`config.mk`:
```
export PLATFORM = sky130hd
export DESIGN_NAME = z80BusTop
export DESIGN_NICKNAME = d
export VERILOG_FILES = /design/src/design/z80BusPkg.sv /design/src/design/busSequencer.sv /design/src/design/pinControl.sv /design/src/design/addressPad.sv /design/src/design/dataPad.sv /design/src/design/refreshCounter.sv /design/src/design/z80BusTop.sv
export SDC_FILE = /design/constraint.sdc
export NUM_CORES = 1
export LEC_CHECK = 0
export BUFFER_PORTS_ARGS = -buffer_cell sky130_fd_sc_hd__buf_2
export CAP_MARGIN = 20
export CORE_MARGIN = 3
export CORE_UTILIZATION = 40
export DETAILED_ROUTE_END_ITERATION = 8
export HOLD_SLACK_MARGIN = 0.06
export PLACE_DENSITY = 0.7
export SETUP_SLACK_MARGIN = 0.15
export SYNTH_ARGS = -nofsm -noshare
export SYNTH_HDL_FRONTEND = slang
export SYNTH_HIERARCHICAL = 1
export SYNTH_SLANG_ARGS = --single-unit
```
`constraint.sdc`:
```
create_clock -name clk -period 3.35 [get_ports clk]
set_clock_uncertainty 0.15 [all_clocks]
set_input_delay 0.67 -clock clk [delete_from_list [all_inputs] [get_ports clk]]
set_output_delay 0.67 -clock clk [all_outputs]
set_load 0.05 [all_outputs]
```
`src/design/z80BusPkg.sv`:
```
// Z80 bus interface definitions

package z80BusPkg;

    // ------------------------------------------------------------
    // Machine cycle functions
    // ------------------------------------------------------------
    typedef enum logic [2:0] {
        FN_FETCH   = 3'd0,  // Opcode fetch (M1 cycle)
        FN_MREAD   = 3'd1,  // Memory read
        FN_MWRITE  = 3'd2,  // Memory write
        FN_IOREAD  = 3'd3,  // I/O read
        FN_IOWRITE = 3'd4,  // I/O write
        FN_INTR    = 3'd5   // Interrupt acknowledge
    } mcycleFn;

    // Longest machine cycle in T-states
    localparam int T_STATES = 6;

    // ------------------------------------------------------------
    // Last T-state number of each machine cycle
    // ------------------------------------------------------------
    function automatic logic [2:0] fnLength(input mcycleFn fn);
        case (fn)
            FN_FETCH:   fnLength = 3'd4;    // T1..T4
            FN_MREAD:   fnLength = 3'd3;    // T1..T3
            FN_MWRITE:  fnLength = 3'd3;
            FN_IOREAD:  fnLength = 3'd4;    // Includes the automatic wait state
            FN_IOWRITE: fnLength = 3'd4;
            FN_INTR:    fnLength = 3'd6;    // Two extra wait states plus refresh
            default:    fnLength = 3'd4;    // Unused encodings
        endcase
    endfunction

endpackage

```
`src/design/busSequencer.sv`:
```
// Machine cycle sequencer

module busSequencer (
    input  logic                             clk,
    input  logic                             rst,
    input  logic                             start,      // Request a machine cycle
    input  z80BusPkg::mcycleFn               cycleFn,    // Requested function
    input  logic                             holdReq,    // Repeat the current T-state
    output logic [z80BusPkg::T_STATES-1:0]   tState,     // One-hot T1..T6
    output logic                             phaseHi,    // First half of a T-state
    output z80BusPkg::mcycleFn               fnActive,   // Function in progress
    output logic                             busy,
    output logic                             cycleDone   // Last low half without a hold
);

    // One-hot code of T1
    localparam logic [z80BusPkg::T_STATES-1:0] T1_STATE = {
        {(z80BusPkg::T_STATES-1){1'b0}}, 1'b1
    };

    logic [2:0] lastIdx;    // Bit index of the final T-state
    logic       lastState;  // Currently in the final T-state

    // ------------------------------------------------------------
    // End of cycle detection
    // ------------------------------------------------------------
    assign lastIdx   = z80BusPkg::fnLength(fnActive) - 3'd1;
    assign lastState = tState[lastIdx];

    // Low half of the last T-state that is not being stretched
    assign cycleDone = busy & ~phaseHi & lastState & ~holdReq;

    // ------------------------------------------------------------
    // T-state and phase walk
    // ------------------------------------------------------------
    always_ff @(posedge clk) begin
        if (rst) begin
            busy     <= 1'b0;
            tState   <= '0;
            phaseHi  <= 1'b0;
            fnActive <= z80BusPkg::FN_FETCH;
        end else if (!busy) begin
            // A request while idle starts T1 on the next clock
            if (start) begin
                busy     <= 1'b1;
                tState   <= T1_STATE;
                phaseHi  <= 1'b1;
                fnActive <= cycleFn;
            end
        end else if (phaseHi) begin
            phaseHi <= 1'b0;                // Into the low half
        end else if (holdReq) begin
            phaseHi <= 1'b1;                // Same T-state again
        end else if (lastState) begin
            // Cycle complete
            busy   <= 1'b0;
            tState <= '0;
        end else begin
            tState  <= tState << 1;         // Next T-state
            phaseHi <= 1'b1;
        end
    end

endmodule

```
`src/design/pinControl.sv`:
```
// Pin strobe and pad control decode

module pinControl (
    input  logic                             clk,
    input  logic                             rst,
    input  logic                             mwait,        // WAIT pin
    input  logic                             busrq,        // BUSRQ pin
    input  logic [z80BusPkg::T_STATES-1:0]   tState,
    input  logic                             phaseHi,
    input  z80BusPkg::mcycleFn               fnActive,
    input  logic                             busy,
    output logic                             m1,           // Opcode fetch phase
    output logic                             mreq,         // Memory request
    output logic                             iorq,         // I/O request
    output logic                             rd,
    output logic                             wr,
    output logic                             rfsh,         // Refresh phase
    output logic                             busack,
    output logic                             busOe,        // Control pin drive enable
    output logic                             abOe,         // Address pad drive enable
    output logic                             abWr,         // Load address pad
    output logic                             abSelRefresh, // Address pad takes {I, R}
    output logic                             dbOe,         // Data pad drive enable
    output logic                             dbRdPin,      // Data pad loads from pin
    output logic                             dbWr,         // Data pad loads write data
    output logic                             dbRd,         // Data pad to readData
    output logic                             holdReq       // Stretch current T-state
);

    logic t1, t2, t3, t4, t5, t6;
    logic hi, lo;
    logic fFetch, fMRead, fMWrite, fIORead, fIOWrite, fIntr;
    logic waitT;        // Wait sampling T-state of the function
    logic lastT;        // Final T-state of the function
    logic waitLatch;
    logic busrqLatch;

    // ------------------------------------------------------------
    // T-state, phase and function decode
    // ------------------------------------------------------------
    assign t1 = tState[0];
    assign t2 = tState[1];
    assign t3 = tState[2];
    assign t4 = tState[3];
    assign t5 = tState[4];
    assign t6 = tState[5];

    assign hi = phaseHi;    // Stands in for clock high
    assign lo = ~phaseHi;

    // Function flags only while a cycle runs
    assign fFetch   = busy & (fnActive == z80BusPkg::FN_FETCH);
    assign fMRead   = busy & (fnActive == z80BusPkg::FN_MREAD);
    assign fMWrite  = busy & (fnActive == z80BusPkg::FN_MWRITE);
    assign fIORead  = busy & (fnActive == z80BusPkg::FN_IOREAD);
    assign fIOWrite = busy & (fnActive == z80BusPkg::FN_IOWRITE);
    assign fIntr    = busy & (fnActive == z80BusPkg::FN_INTR);

    // ------------------------------------------------------------
    // External strobes
    // ------------------------------------------------------------
    assign m1   = (fFetch & (t1 | t2)) |
                  (fIntr  & (t1 | t2 | t3 | t4));

    // Fetch has the opcode read then the refresh access
    assign mreq = (fFetch             & ((t1 & lo) | t2 | (t3 & lo) | (t4 & hi))) |
                  ((fMRead | fMWrite) & ((t1 & lo) | t2 | (t3 & hi))) |
                  (fIntr              & ((t5 & lo) | t6));

    assign iorq = ((fIORead | fIOWrite) & (t2 | t3 | (t4 & hi))) |
                  (fIntr                & ((t3 & lo) | t4));   // Vector read

    assign rd   = (fFetch  & ((t1 & lo) | t2)) |
                  (fMRead  & ((t1 & lo) | t2 | (t3 & hi))) |
                  (fIORead & (t2 | t3 | (t4 & hi)));

    assign wr   = (fMWrite  & ((t2 & lo) | (t3 & hi))) |   // Data settles for half a T
                  (fIOWrite & (t2 | t3 | (t4 & hi)));

    assign rfsh = (fFetch & (t3 | t4)) |
                  (fIntr  & (t5 | t6));

    // ------------------------------------------------------------
    // WAIT and BUSRQ sampling
    // ------------------------------------------------------------
    always_ff @(posedge clk) begin
        if (rst) begin
            waitLatch  <= 1'b0;
            busrqLatch <= 1'b0;
        end else begin
            busrqLatch <= busrq;                // Every clock
            if (phaseHi) begin
                waitLatch <= mwait;             // End of each high half
            end
        end
    end

    assign busack = busrqLatch;

    // Where WAIT is honoured per function
    assign waitT = ((fFetch | fMRead | fMWrite) & t2) |
                   ((fIORead | fIOWrite)        & t3) |
                   (fIntr                       & t4);

    // BUSRQ only takes effect in the last T-state
    assign lastT = ((fFetch | fIORead | fIOWrite) & t4) |
                   ((fMRead | fMWrite)            & t3) |
                   (fIntr                         & t6);

    assign holdReq = (waitLatch & waitT) | (busrqLatch & lastT);

    // ------------------------------------------------------------
    // Pad controls
    // ------------------------------------------------------------
    // Pins float in reset and while the bus is granted away
    assign busOe = ~(rst | busack);
    assign abOe  = ~(rst | busack);

    // Program address in T1, refresh address in fetch T3 and interrupt T5
    assign abSelRefresh = (fFetch & t3) | (fIntr & t5);
    assign abWr         = hi & ((busy & t1) | abSelRefresh);

    assign dbOe    = (fMWrite  & ((t1 & lo) | t2 | t3)) |
                     (fIOWrite & ((t1 & lo) | t2 | t3 | t4));

    assign dbWr    = (fMWrite | fIOWrite) & t1 & hi;

    // Capture pin data as the read strobe closes
    assign dbRdPin = (fFetch  & t2) |
                     (fMRead  & t3 & hi) |
                     (fIORead & t4 & hi) |
                     (fIntr   & t4 & lo);

    assign dbRd    = (fFetch  & t3) |
                     (fMRead  & t3 & lo) |
                     (fIORead & t4 & lo) |
                     (fIntr   & t5);

endmodule

```
`src/design/addressPad.sv`:
```
// Address pad latch

module addressPad #(
    parameter int ADDR_W = 16
) (
    input  logic              clk,
    input  logic              rst,
    input  logic              abWr,          // Load enable
    input  logic              abSelRefresh,  // Take the refresh address
    input  logic [ADDR_W-1:0] addrIn,        // Program address
    input  logic [ADDR_W-1:0] refreshAddr,   // {I, R}
    output logic [ADDR_W-1:0] addrPin
);

    logic [ADDR_W-1:0] padSel;
    logic [ADDR_W-1:0] padLatch;

    assign padSel = abSelRefresh ? refreshAddr : addrIn;

    always_ff @(posedge clk) begin
        if (rst) begin
            padLatch <= '0;
        end else if (abWr) begin
            padLatch <= padSel;     // Held for the rest of the cycle
        end
    end

    // Open latch while loading
    assign addrPin = abWr ? padSel : padLatch;

endmodule

```
`src/design/dataPad.sv`:
```
// Data pad latch

module dataPad #(
    parameter int DATA_W = 8
) (
    input  logic              clk,
    input  logic              rst,
    input  logic              dbWr,        // Load from internal write data
    input  logic              dbRdPin,     // Load from the pin
    input  logic              dbRd,        // Latch to readData
    input  logic [DATA_W-1:0] writeData,
    input  logic [DATA_W-1:0] dataPin,
    output logic [DATA_W-1:0] dataPinOut,  // Value driven when dbOe
    output logic [DATA_W-1:0] readData
);

    logic [DATA_W-1:0] padLatch;

    // ------------------------------------------------------------
    // Pad latch shared by both directions
    // ------------------------------------------------------------
    always_ff @(posedge clk) begin
        if (rst) begin
            padLatch <= '0;
        end else if (dbWr) begin
            padLatch <= writeData;
        end else if (dbRdPin) begin
            padLatch <= dataPin;    // Sampled at the end of the read window
        end
    end

    assign dataPinOut = dbWr ? writeData : padLatch;   // Transparent while loading

    // Read-back to the internal side
    always_ff @(posedge clk) begin
        if (rst) begin
            readData <= '0;
        end else if (dbRd) begin
            readData <= padLatch;
        end
    end

endmodule

```
`src/design/refreshCounter.sv`:
```
// Refresh register R

module refreshCounter (
    input  logic               clk,
    input  logic               rst,
    input  logic               cycleDone,
    input  z80BusPkg::mcycleFn fnActive,
    output logic [7:0]         rReg
);

    logic stepR;    // Fetch or interrupt cycle just finished

    assign stepR = cycleDone &
                   ((fnActive == z80BusPkg::FN_FETCH) | (fnActive == z80BusPkg::FN_INTR));

    always_ff @(posedge clk) begin
        if (rst) begin
            rReg <= 8'h00;
        end else if (stepR) begin
            // Low 7 bits wrap and bit 7 is kept
            rReg <= {rReg[7], rReg[6:0] + 7'd1};
        end
    end

endmodule

```
`src/design/z80BusTop.sv`:
```
// Z80 external bus interface

module z80BusTop #(
    parameter int ADDR_W = 16,
    parameter int DATA_W = 8
) (
    input  logic               clk,
    input  logic               rst,
    input  logic               start,
    input  z80BusPkg::mcycleFn cycleFn,
    input  logic [ADDR_W-1:0]  addrIn,
    input  logic [DATA_W-1:0]  writeData,
    input  logic [7:0]         iReg,       // Interrupt vector base
    input  logic               mwait,
    input  logic               busrq,
    input  logic [DATA_W-1:0]  dataPin,
    output logic [ADDR_W-1:0]  addrPin,
    output logic               abOe,
    output logic [DATA_W-1:0]  dataPinOut,
    output logic               dbOe,
    output logic [DATA_W-1:0]  readData,
    output logic               m1,
    output logic               mreq,
    output logic               iorq,
    output logic               rd,
    output logic               wr,
    output logic               rfsh,
    output logic               busack,
    output logic               busOe,
    output logic               busy,
    output logic               cycleDone
);

    // ------------------------------------------------------------
    // Internal wiring
    // ------------------------------------------------------------
    logic [z80BusPkg::T_STATES-1:0] tState;
    logic                           phaseHi;
    z80BusPkg::mcycleFn             fnActive;
    logic                           holdReq;
    logic                           abWr;
    logic                           abSelRefresh;
    logic                           dbRdPin;
    logic                           dbWr;
    logic                           dbRd;
    logic [7:0]                     rReg;
    logic [ADDR_W-1:0]              refreshAddr;

    // Refresh address is I in the high byte and R in the low byte
    assign refreshAddr = ADDR_W'({iReg, rReg});

    busSequencer busSequencer_i (
        .clk       (clk),
        .rst       (rst),
        .start     (start),
        .cycleFn   (cycleFn),
        .holdReq   (holdReq),
        .tState    (tState),
        .phaseHi   (phaseHi),
        .fnActive  (fnActive),
        .busy      (busy),
        .cycleDone (cycleDone)
    );

    pinControl pinControl_i (
        .clk          (clk),
        .rst          (rst),
        .mwait        (mwait),
        .busrq        (busrq),
        .tState       (tState),
        .phaseHi      (phaseHi),
        .fnActive     (fnActive),
        .busy         (busy),
        .m1           (m1),
        .mreq         (mreq),
        .iorq         (iorq),
        .rd           (rd),
        .wr           (wr),
        .rfsh         (rfsh),
        .busack       (busack),
        .busOe        (busOe),
        .abOe         (abOe),
        .abWr         (abWr),
        .abSelRefresh (abSelRefresh),
        .dbOe         (dbOe),
        .dbRdPin      (dbRdPin),
        .dbWr         (dbWr),
        .dbRd         (dbRd),
        .holdReq      (holdReq)
    );

    // ------------------------------------------------------------
    // Pads and refresh
    // ------------------------------------------------------------
    addressPad #(.ADDR_W(ADDR_W)) addressPad_i (
        .clk          (clk),
        .rst          (rst),
        .abWr         (abWr),
        .abSelRefresh (abSelRefresh),
        .addrIn       (addrIn),
        .refreshAddr  (refreshAddr),
        .addrPin      (addrPin)
    );

    dataPad #(.DATA_W(DATA_W)) dataPad_i (
        .clk        (clk),
        .rst        (rst),
        .dbWr       (dbWr),
        .dbRdPin    (dbRdPin),
        .dbRd       (dbRd),
        .writeData  (writeData),
        .dataPin    (dataPin),
        .dataPinOut (dataPinOut),
        .readData   (readData)
    );

    refreshCounter refreshCounter_i (
        .clk       (clk),
        .rst       (rst),
        .cycleDone (cycleDone),
        .fnActive  (fnActive),
        .rReg      (rReg)
    );

endmodule

```
# Word-level counts from Yosys, hierarchy flattened
# Cells that the tools add are included.
# W data, S select, Z words.
op_classes:
  bitwise: 105
  add_sub_neg: 2
  n_reduce_logical: 6
  eq_ne: 7
  mux: 21
  order_cmp: 1
ops:
  columns: ["operator", "count"]
  rows:
  - ["$and A1 B1 Y1", 54]
  - ["$or A1 B1 Y1", 47]
  - ["$mux W16", 2]
  - ["$mux W6", 5]
  - ["$mux W8", 3]
  - ["$mux W1", 9]
  - ["$add A7 B1 Y7 const B", 1]
  - ["$eq A3 B2 Y1 const B", 2]
  - ["$eq A3 B3 Y1 const B", 2]
  - ["$pmux W3 S2", 1]
  - ["$lt A3 B4 Y1 const B", 1]
  - ["$ne A2 B2 Y1 const B", 2]
  - ["$not A1 Y1", 4]
  - ["$reduce_bool A2 Y1", 2]
  - ["$bmux W1 S3", 1]
  - ["$eq A3 B1 Y1 const B", 1]
  - ["$logic_not A3 Y1", 1]
  - ["$reduce_and A3 Y1", 1]
  - ["$sub A3 B1 Y3 const B", 1]
  - ["$reduce_and A2 Y1", 1]
  - ["$reduce_or A2 Y1", 1]
word_totals:
  register_bits: 52
  in_bits: 48
  elab_cells: 152
  out_inout_bits: 44

# Longest topological paths before layout
logic_depth:
  ltp_word: 12
  depth_mapped: 11
  ltp_nobuf: 9

# By module
# The synthesis kept the hierarchy.
modules_own_cells:
  columns: ["mod", "seq_area_each_um2", "cells_each", "instances", "area_per_inst_um2"]
  rows:
  - ["addressPad", 320.3, 89, 1, 807.0]
  - ["dataPad", 320.3, 70, 1, 775.7]
  - ["pinControl", 40.0, 84, 1, 590.6]
  - ["busSequencer", 220.2, 59, 1, 553.0]
  - ["refreshCounter", 140.1, 43, 1, 396.6]

# Least setup slack after synthesis
# No wires, ideal clock.
synth_path:
  path_type: "register -> output"
  start: "reg busSequencer_i.busy"
  end: "out dataPinOut[0]"
  required_ns: 2.530
  path_slack_ns: -0.126
  t_arrival_ns: 2.656
  path_buffers: 1
  stages_incl_launch_ff: 5
  cell_sequence: "dfxtp_1 nand2_1 a2111oi_0 buf_6 mux2_2"
synth_between:
  elab_chain_cells: 5
  elab_cells_between_ends: 6
  classes_between: "1 x mux; 5 x bitwise"
synth_rtl:
  columns: ["item", "line", "text"]
  rows:
  - ["start: declaration", "busSequencer.sv:12", "output logic busy,"]
  - ["start signal: assignment", "busSequencer.sv:38", "busy <= 1'b0;"]
  - ["start signal: assignment", "busSequencer.sv:45", "busy <= 1'b1;"]
  - ["start signal: assignment", "busSequencer.sv:56", "busy <= 1'b0;"]
  - ["$and A1 B1 Y1 (on tied branches)", "pinControl.sv:54, pinControl.sv:56", null]
  - ["$or A1 B1 Y1 *", "pinControl.sv:126", "assign dbWr = (fMWrite | fIOWrite) & t1 & hi;"]
  - ["$and A1 B1 Y1 * (2 in series)", "pinControl.sv:126", null]
  - ["via dbWr", "z80BusTop.sv:44", "logic dbWr;"]
  - ["$mux W8 *", "dataPad.sv:32", "assign dataPinOut = dbWr ? writeData : padLatch;"]
  - ["end: declaration", "z80BusTop.sv:19", "output logic [DATA_W-1:0] dataPinOut,"]
# The timed path passes the listed nets; every way through them passes the cells marked *.

# Worst setup path after layout
layout_path:
  start: "reg busSequencer_i.fnActive[2]"
  end: "out cycleDone"
layout_between:
  elab_chain_cells: 11
  elab_cells_between_ends: 39
  classes_between: "1 x add/sub; 5 x eq/ne; 3 x mux; 28 x bitwise; 2 x reduce/logical"
layout_rtl:
  columns: ["item", "line", "text"]
  rows:
  - ["start: declaration", "busSequencer.sv:11", "output z80BusPkg::mcycleFn fnActive,"]
  - ["start signal: assignment", "busSequencer.sv:41", "fnActive <= z80BusPkg::FN_FETCH;"]
  - ["start signal: assignment", "busSequencer.sv:48", "fnActive <= cycleFn;"]
  - ["$eq A3 B1 Y1 (tied with other cells)", "pinControl.sv:53", "assign fMRead = busy & (fnActive == z80BusPkg::FN_MREAD);"]
  - ["$and A1 B1 Y1 (on tied branches)", "pinControl.sv:53, pinControl.sv:52, pinControl.sv:55", null]
  - ["$or A1 B1 Y1 (on tied branches) (2 in series)", "pinControl.sv:101, pinControl.sv:106", null]
  - ["$and A1 B1 Y1 (on tied branches)", "pinControl.sv:101, pinControl.sv:106", null]
  - ["$or A1 B1 Y1 (on tied branches)", "pinControl.sv:101, pinControl.sv:106", null]
  - ["$or A1 B1 Y1 (on tied branches)", "pinControl.sv:102, pinControl.sv:107", null]
  - ["$and A1 B1 Y1", "pinControl.sv:110", "assign holdReq = (waitLatch & waitT) | (busrqLatch & lastT);"]
  - ["$or A1 B1 Y1 *", "pinControl.sv:110", null]
  - ["via holdReq", "z80BusTop.sv:40", "logic holdReq;"]
  - ["$not A1 Y1 *", "busSequencer.sv:31", "assign cycleDone = busy & ~phaseHi & lastState & ~holdReq;"]
  - ["$and A1 B1 Y1 *", "busSequencer.sv:31", null]
  - ["end: declaration", "z80BusTop.sv:31", "output logic cycleDone"]
# The timed path passes the listed nets; every way through them passes the cells marked *. The select of a mux whose other input is x is not followed.

==> impl_metrics.csv <==
group,metric,value,unit
run_status,status,"completed",
pwr,leakage,1.50,nW
finish,drive_gt1_share,37.1,%
global_route,grt_usage,16.8,%
finish,ff_latch_area,1040,sq um
critical_path,arrival,2.29,ns
placement,pre_cts_ws,0.472,ns
logic_synthesis,ys_types,65,
timing,rsz0062_at_grt,"true",
critical_path,rr_worst_depth,10,
route,dr.pass1.iters,4,
clocking,root_buffer,"clkbuf_8",
floorplanning,core,7410,sq um
critical_path,crit_type,"flip-flop to output port",
critical_path,rr_startpoint,"busSequencer_i/fnActive[2]$_SDFFE_PP0P_",
floorplanning,die_h,94.4,um
critical_path,critPathRequiredTime,2.53,ns
floorplanning,start_util,42.2,%
finish,multi_input_area,1930,sq um
clocking,clk_latency,0.30,ns
global_route,grt_max_degree,61,
min_path,holdPathEnd,"dataPad_i/readData[4]$_SDFFE_PP0P_",
pwr,totalPowerFinal,1.31,mW
route,drc_errors,0,
route,ant_nets,0,
route,wirelength,7560,um
route,viasPerCell,5.38,
critical_path,cp-start-kind,"flip-flop",
timing,max_freq,321,MHz
logic_synthesis,ys.flop_type,"dfxtp_1",
logic_synthesis,syn_area,3120,sq um
finish,syn2layout_area_growth,21.6,%
finish,fin_area,3800,sq um
clocking,cts_tree,"built",
finish,final_nets,476,
placement,gp_congestion,0.825,
logic_synthesis,synthArstFlopShare,0,%
timing,slew_viol_final,0,
timing,fin_crit_sh,92.9,%
logic_synthesis,ys_seq_elements,52,
logic_synthesis,synth.most_common_cell,"dfxtp_1",
logic_synthesis,synth_top_area_share,33.3,%
timing,fin_ws,0.239,ns
logic_synthesis,ys_seq_area_share,33.3,%
logic_synthesis,synth_common_cells,"dfxtp_1 (52), nor2_1 (39), mux2i_1 (37), a21oi_1 (28), a211oi_1 (25)",
timing,min_period,3.11,ns
global_route,antenna_found_initial,0,
global_route,grt_overflow,0,
logic_synthesis,syn_avg_cell_area,9.05,sq um
logic_synthesis,synth_nets,394,
timing,tightest_slew,0.786,ns
global_route,grt_pass1_wl,12200,um
logic_synthesis,synth-edff-count,0,
finish,antenna_cells,0,
route,vias,2835,
clocking,clk_pin_slew_worst_paths,0.09,ns
min_path,hp-class,"flip-flop to flip-flop",
timing,setup_tns,0,ns
logic_synthesis,yosysTopAreaCell,"dfxtp_1",
clocking,clockBufferDepth,2,
critical_path,end_kind,"output port",
clocking,cts_max_level,2,
min_path,hp-start,"dataPad_i/readData[4]$_SDFFE_PP0P_",
min_path,whs_path_depth,2,
clocking,holdBufCountCts,0,
finish,finalNonFillerCells,527,
run,maxCapViolCount,0,
logic_synthesis,yosysWarnings,6,
clocking,cts_buffers,5,
timing,relSlewSlack,47.4,%
route,avgRoutedWirePerCell,14.3,um
floorplanning,die_area,8900,sq um
route,drt_iter0_drc,89,
logic_synthesis,synth_area_leaders,"dfxtp_1 (33%), mux2i_1 (12%), a211oi_1 (6.0%)",
critical_path,r2r_end,"refreshCounter_i/rReg[6]$_SDFFE_PP0P_",
placement,port_buffers,91,
critical_path,rrSetupSlack,0.53,ns
global_route,grt_pass1_vias,2588,
floorplanning,rows,31,
timing,setup_viol,0,
pwr,powerDensity,344,nW/um^2
logic_synthesis,synthCells,345,
floorplanning,die_x,94.4,um
floorplanning,ios,92,
timing,hold_viol,0,
critical_path,crit_fanout,15,
placement,dp_hpwl,5460,um
pwr,ir_worst_vdd,0.169,mV
clocking,cts.sinks,52,
placement,dp_cells,518,
finish,n_fill_cell,701,
placement,placed_area,3660,sq um
[routing by layer]
layer  track usage (%)  vias to the layer above  routed length, um
li1                  -                     1426                  -
met1              22.0                     1316               3450
met2              28.3                       85               3580
met3              2.87                        8                431
met4              4.81                        0                 97
met5                 0                        -                  0
[sequential cells by signal, indices dropped and copies added (netlist names)]
name,count
pinControl_i/waitLatch,1
dataPad_i/readData,8
busSequencer_i/phaseHi,1
addressPad_i/padLatch,16
busSequencer_i/busy,1
refreshCounter_i/rReg,7
busSequencer_i/tState,6
busSequencer_i/fnActive,3
pinControl_i/busack,1
dataPad_i/padLatch,8
[what timing repair did]
action / CTS / global route
resized for setup: 3 / 3
hold endpoints to repair: 0 / 0
setup endpoints to repair: 9 / 15
setup buffers: 0 / 1
pin swaps: 0 / 1
[metrics by stage]
step | util [%] | hold WS (ns)
2_1_floorplan | - | 0.310
3_3_place_gp | 49.5 | 0.325
3_5_place_dp | 49.5 | 0.336
4_1_cts | 51.0 | 0.359
5_1_grt | 51.3 | 0.391
6_report | 51.3 | 0.347
[kinds of logic after synthesis]
group | count (synthesis) | synth area share, %
AO/OA/AOI/OAI | 92 | 20.5
XOR/XNOR | 3 | 0.841
adder cells (fa/ha/maj) | 1 | 0.401
buffers and inverters | 35 | 7.53
flip-flops | 52 | 33.3
multiplexers | 49 | 16.2
other | 1 | 0.120
AND/OR/NAND/NOR | 112 | 21.1
[critical path: stages (launching register included)]
cell and delay, ns:
dfxtp_2 0.40, buf_6 0.17, and3b_1 0.20, o21a_1 0.18, o31ai_1 0.23, a21boi_1 0.15, nor3b_2 0.25, o21a_2 0.21
buf_4 0.21
[cells in the final DEF, fill, tap and decap left out, types with 5 or more instances in the layout]
master / instances
nand2b_1: 7
nor2_1: 39
mux2i_1: 36
clkbuf_8: 5
o21ai_0: 5
dfxtp_1: 50
nand2_1: 14
buf_2: 90
nor2b_1: 12
a21oi_2: 16
nand3_1: 7
a211oi_1: 25
mux2_2: 10
a21oi_1: 12
buf_4: 10
[layout make-up]
type,count,area share (%)
inverters,7,0.692
well taps,99,3.26
clock inverters,2,1.02
multi-input cells,258,50.7
clock buffers,6,1.91
repair buffers,103,15.0
flip-flops and latches,52,27.5
[report_power, final]
group	internal, mW	total, mW	switching, mW	leakage [nW]
registers	0.631	0.645	0.0135	0.422
clock network	0.226	0.428	0.202	0.0558
logic	0.0813	0.234	0.153	1.02
total	0.938	1.31	0.369	1.50
[how the worst max path moves through the flow]
stage / endpoint / start / slack, ns / cells after the start
CTS: addrPin[13] / busSequencer_i/fnActive[0]$_SDFFE_PP0P_ / 0.18 / 8
finish: cycleDone / busSequencer_i/fnActive[2]$_SDFFE_PP0P_ / 0.24 / 8
global placement: cycleDone / busSequencer_i/fnActive[1]$_SDFFE_PP0P_ / 0.52 / 7
floorplan: dataPinOut[0] / busSequencer_i/busy$_SDFF_PP0_ / 0.12 / 4
global route: cycleDone / busSequencer_i/fnActive[2]$_SDFFE_PP0P_ / 0.11 / 8
detailed placement: cycleDone / busSequencer_i/fnActive[1]$_SDFFE_PP0P_ / 0.47 / 7
Power figures use the tool's default switching activity.
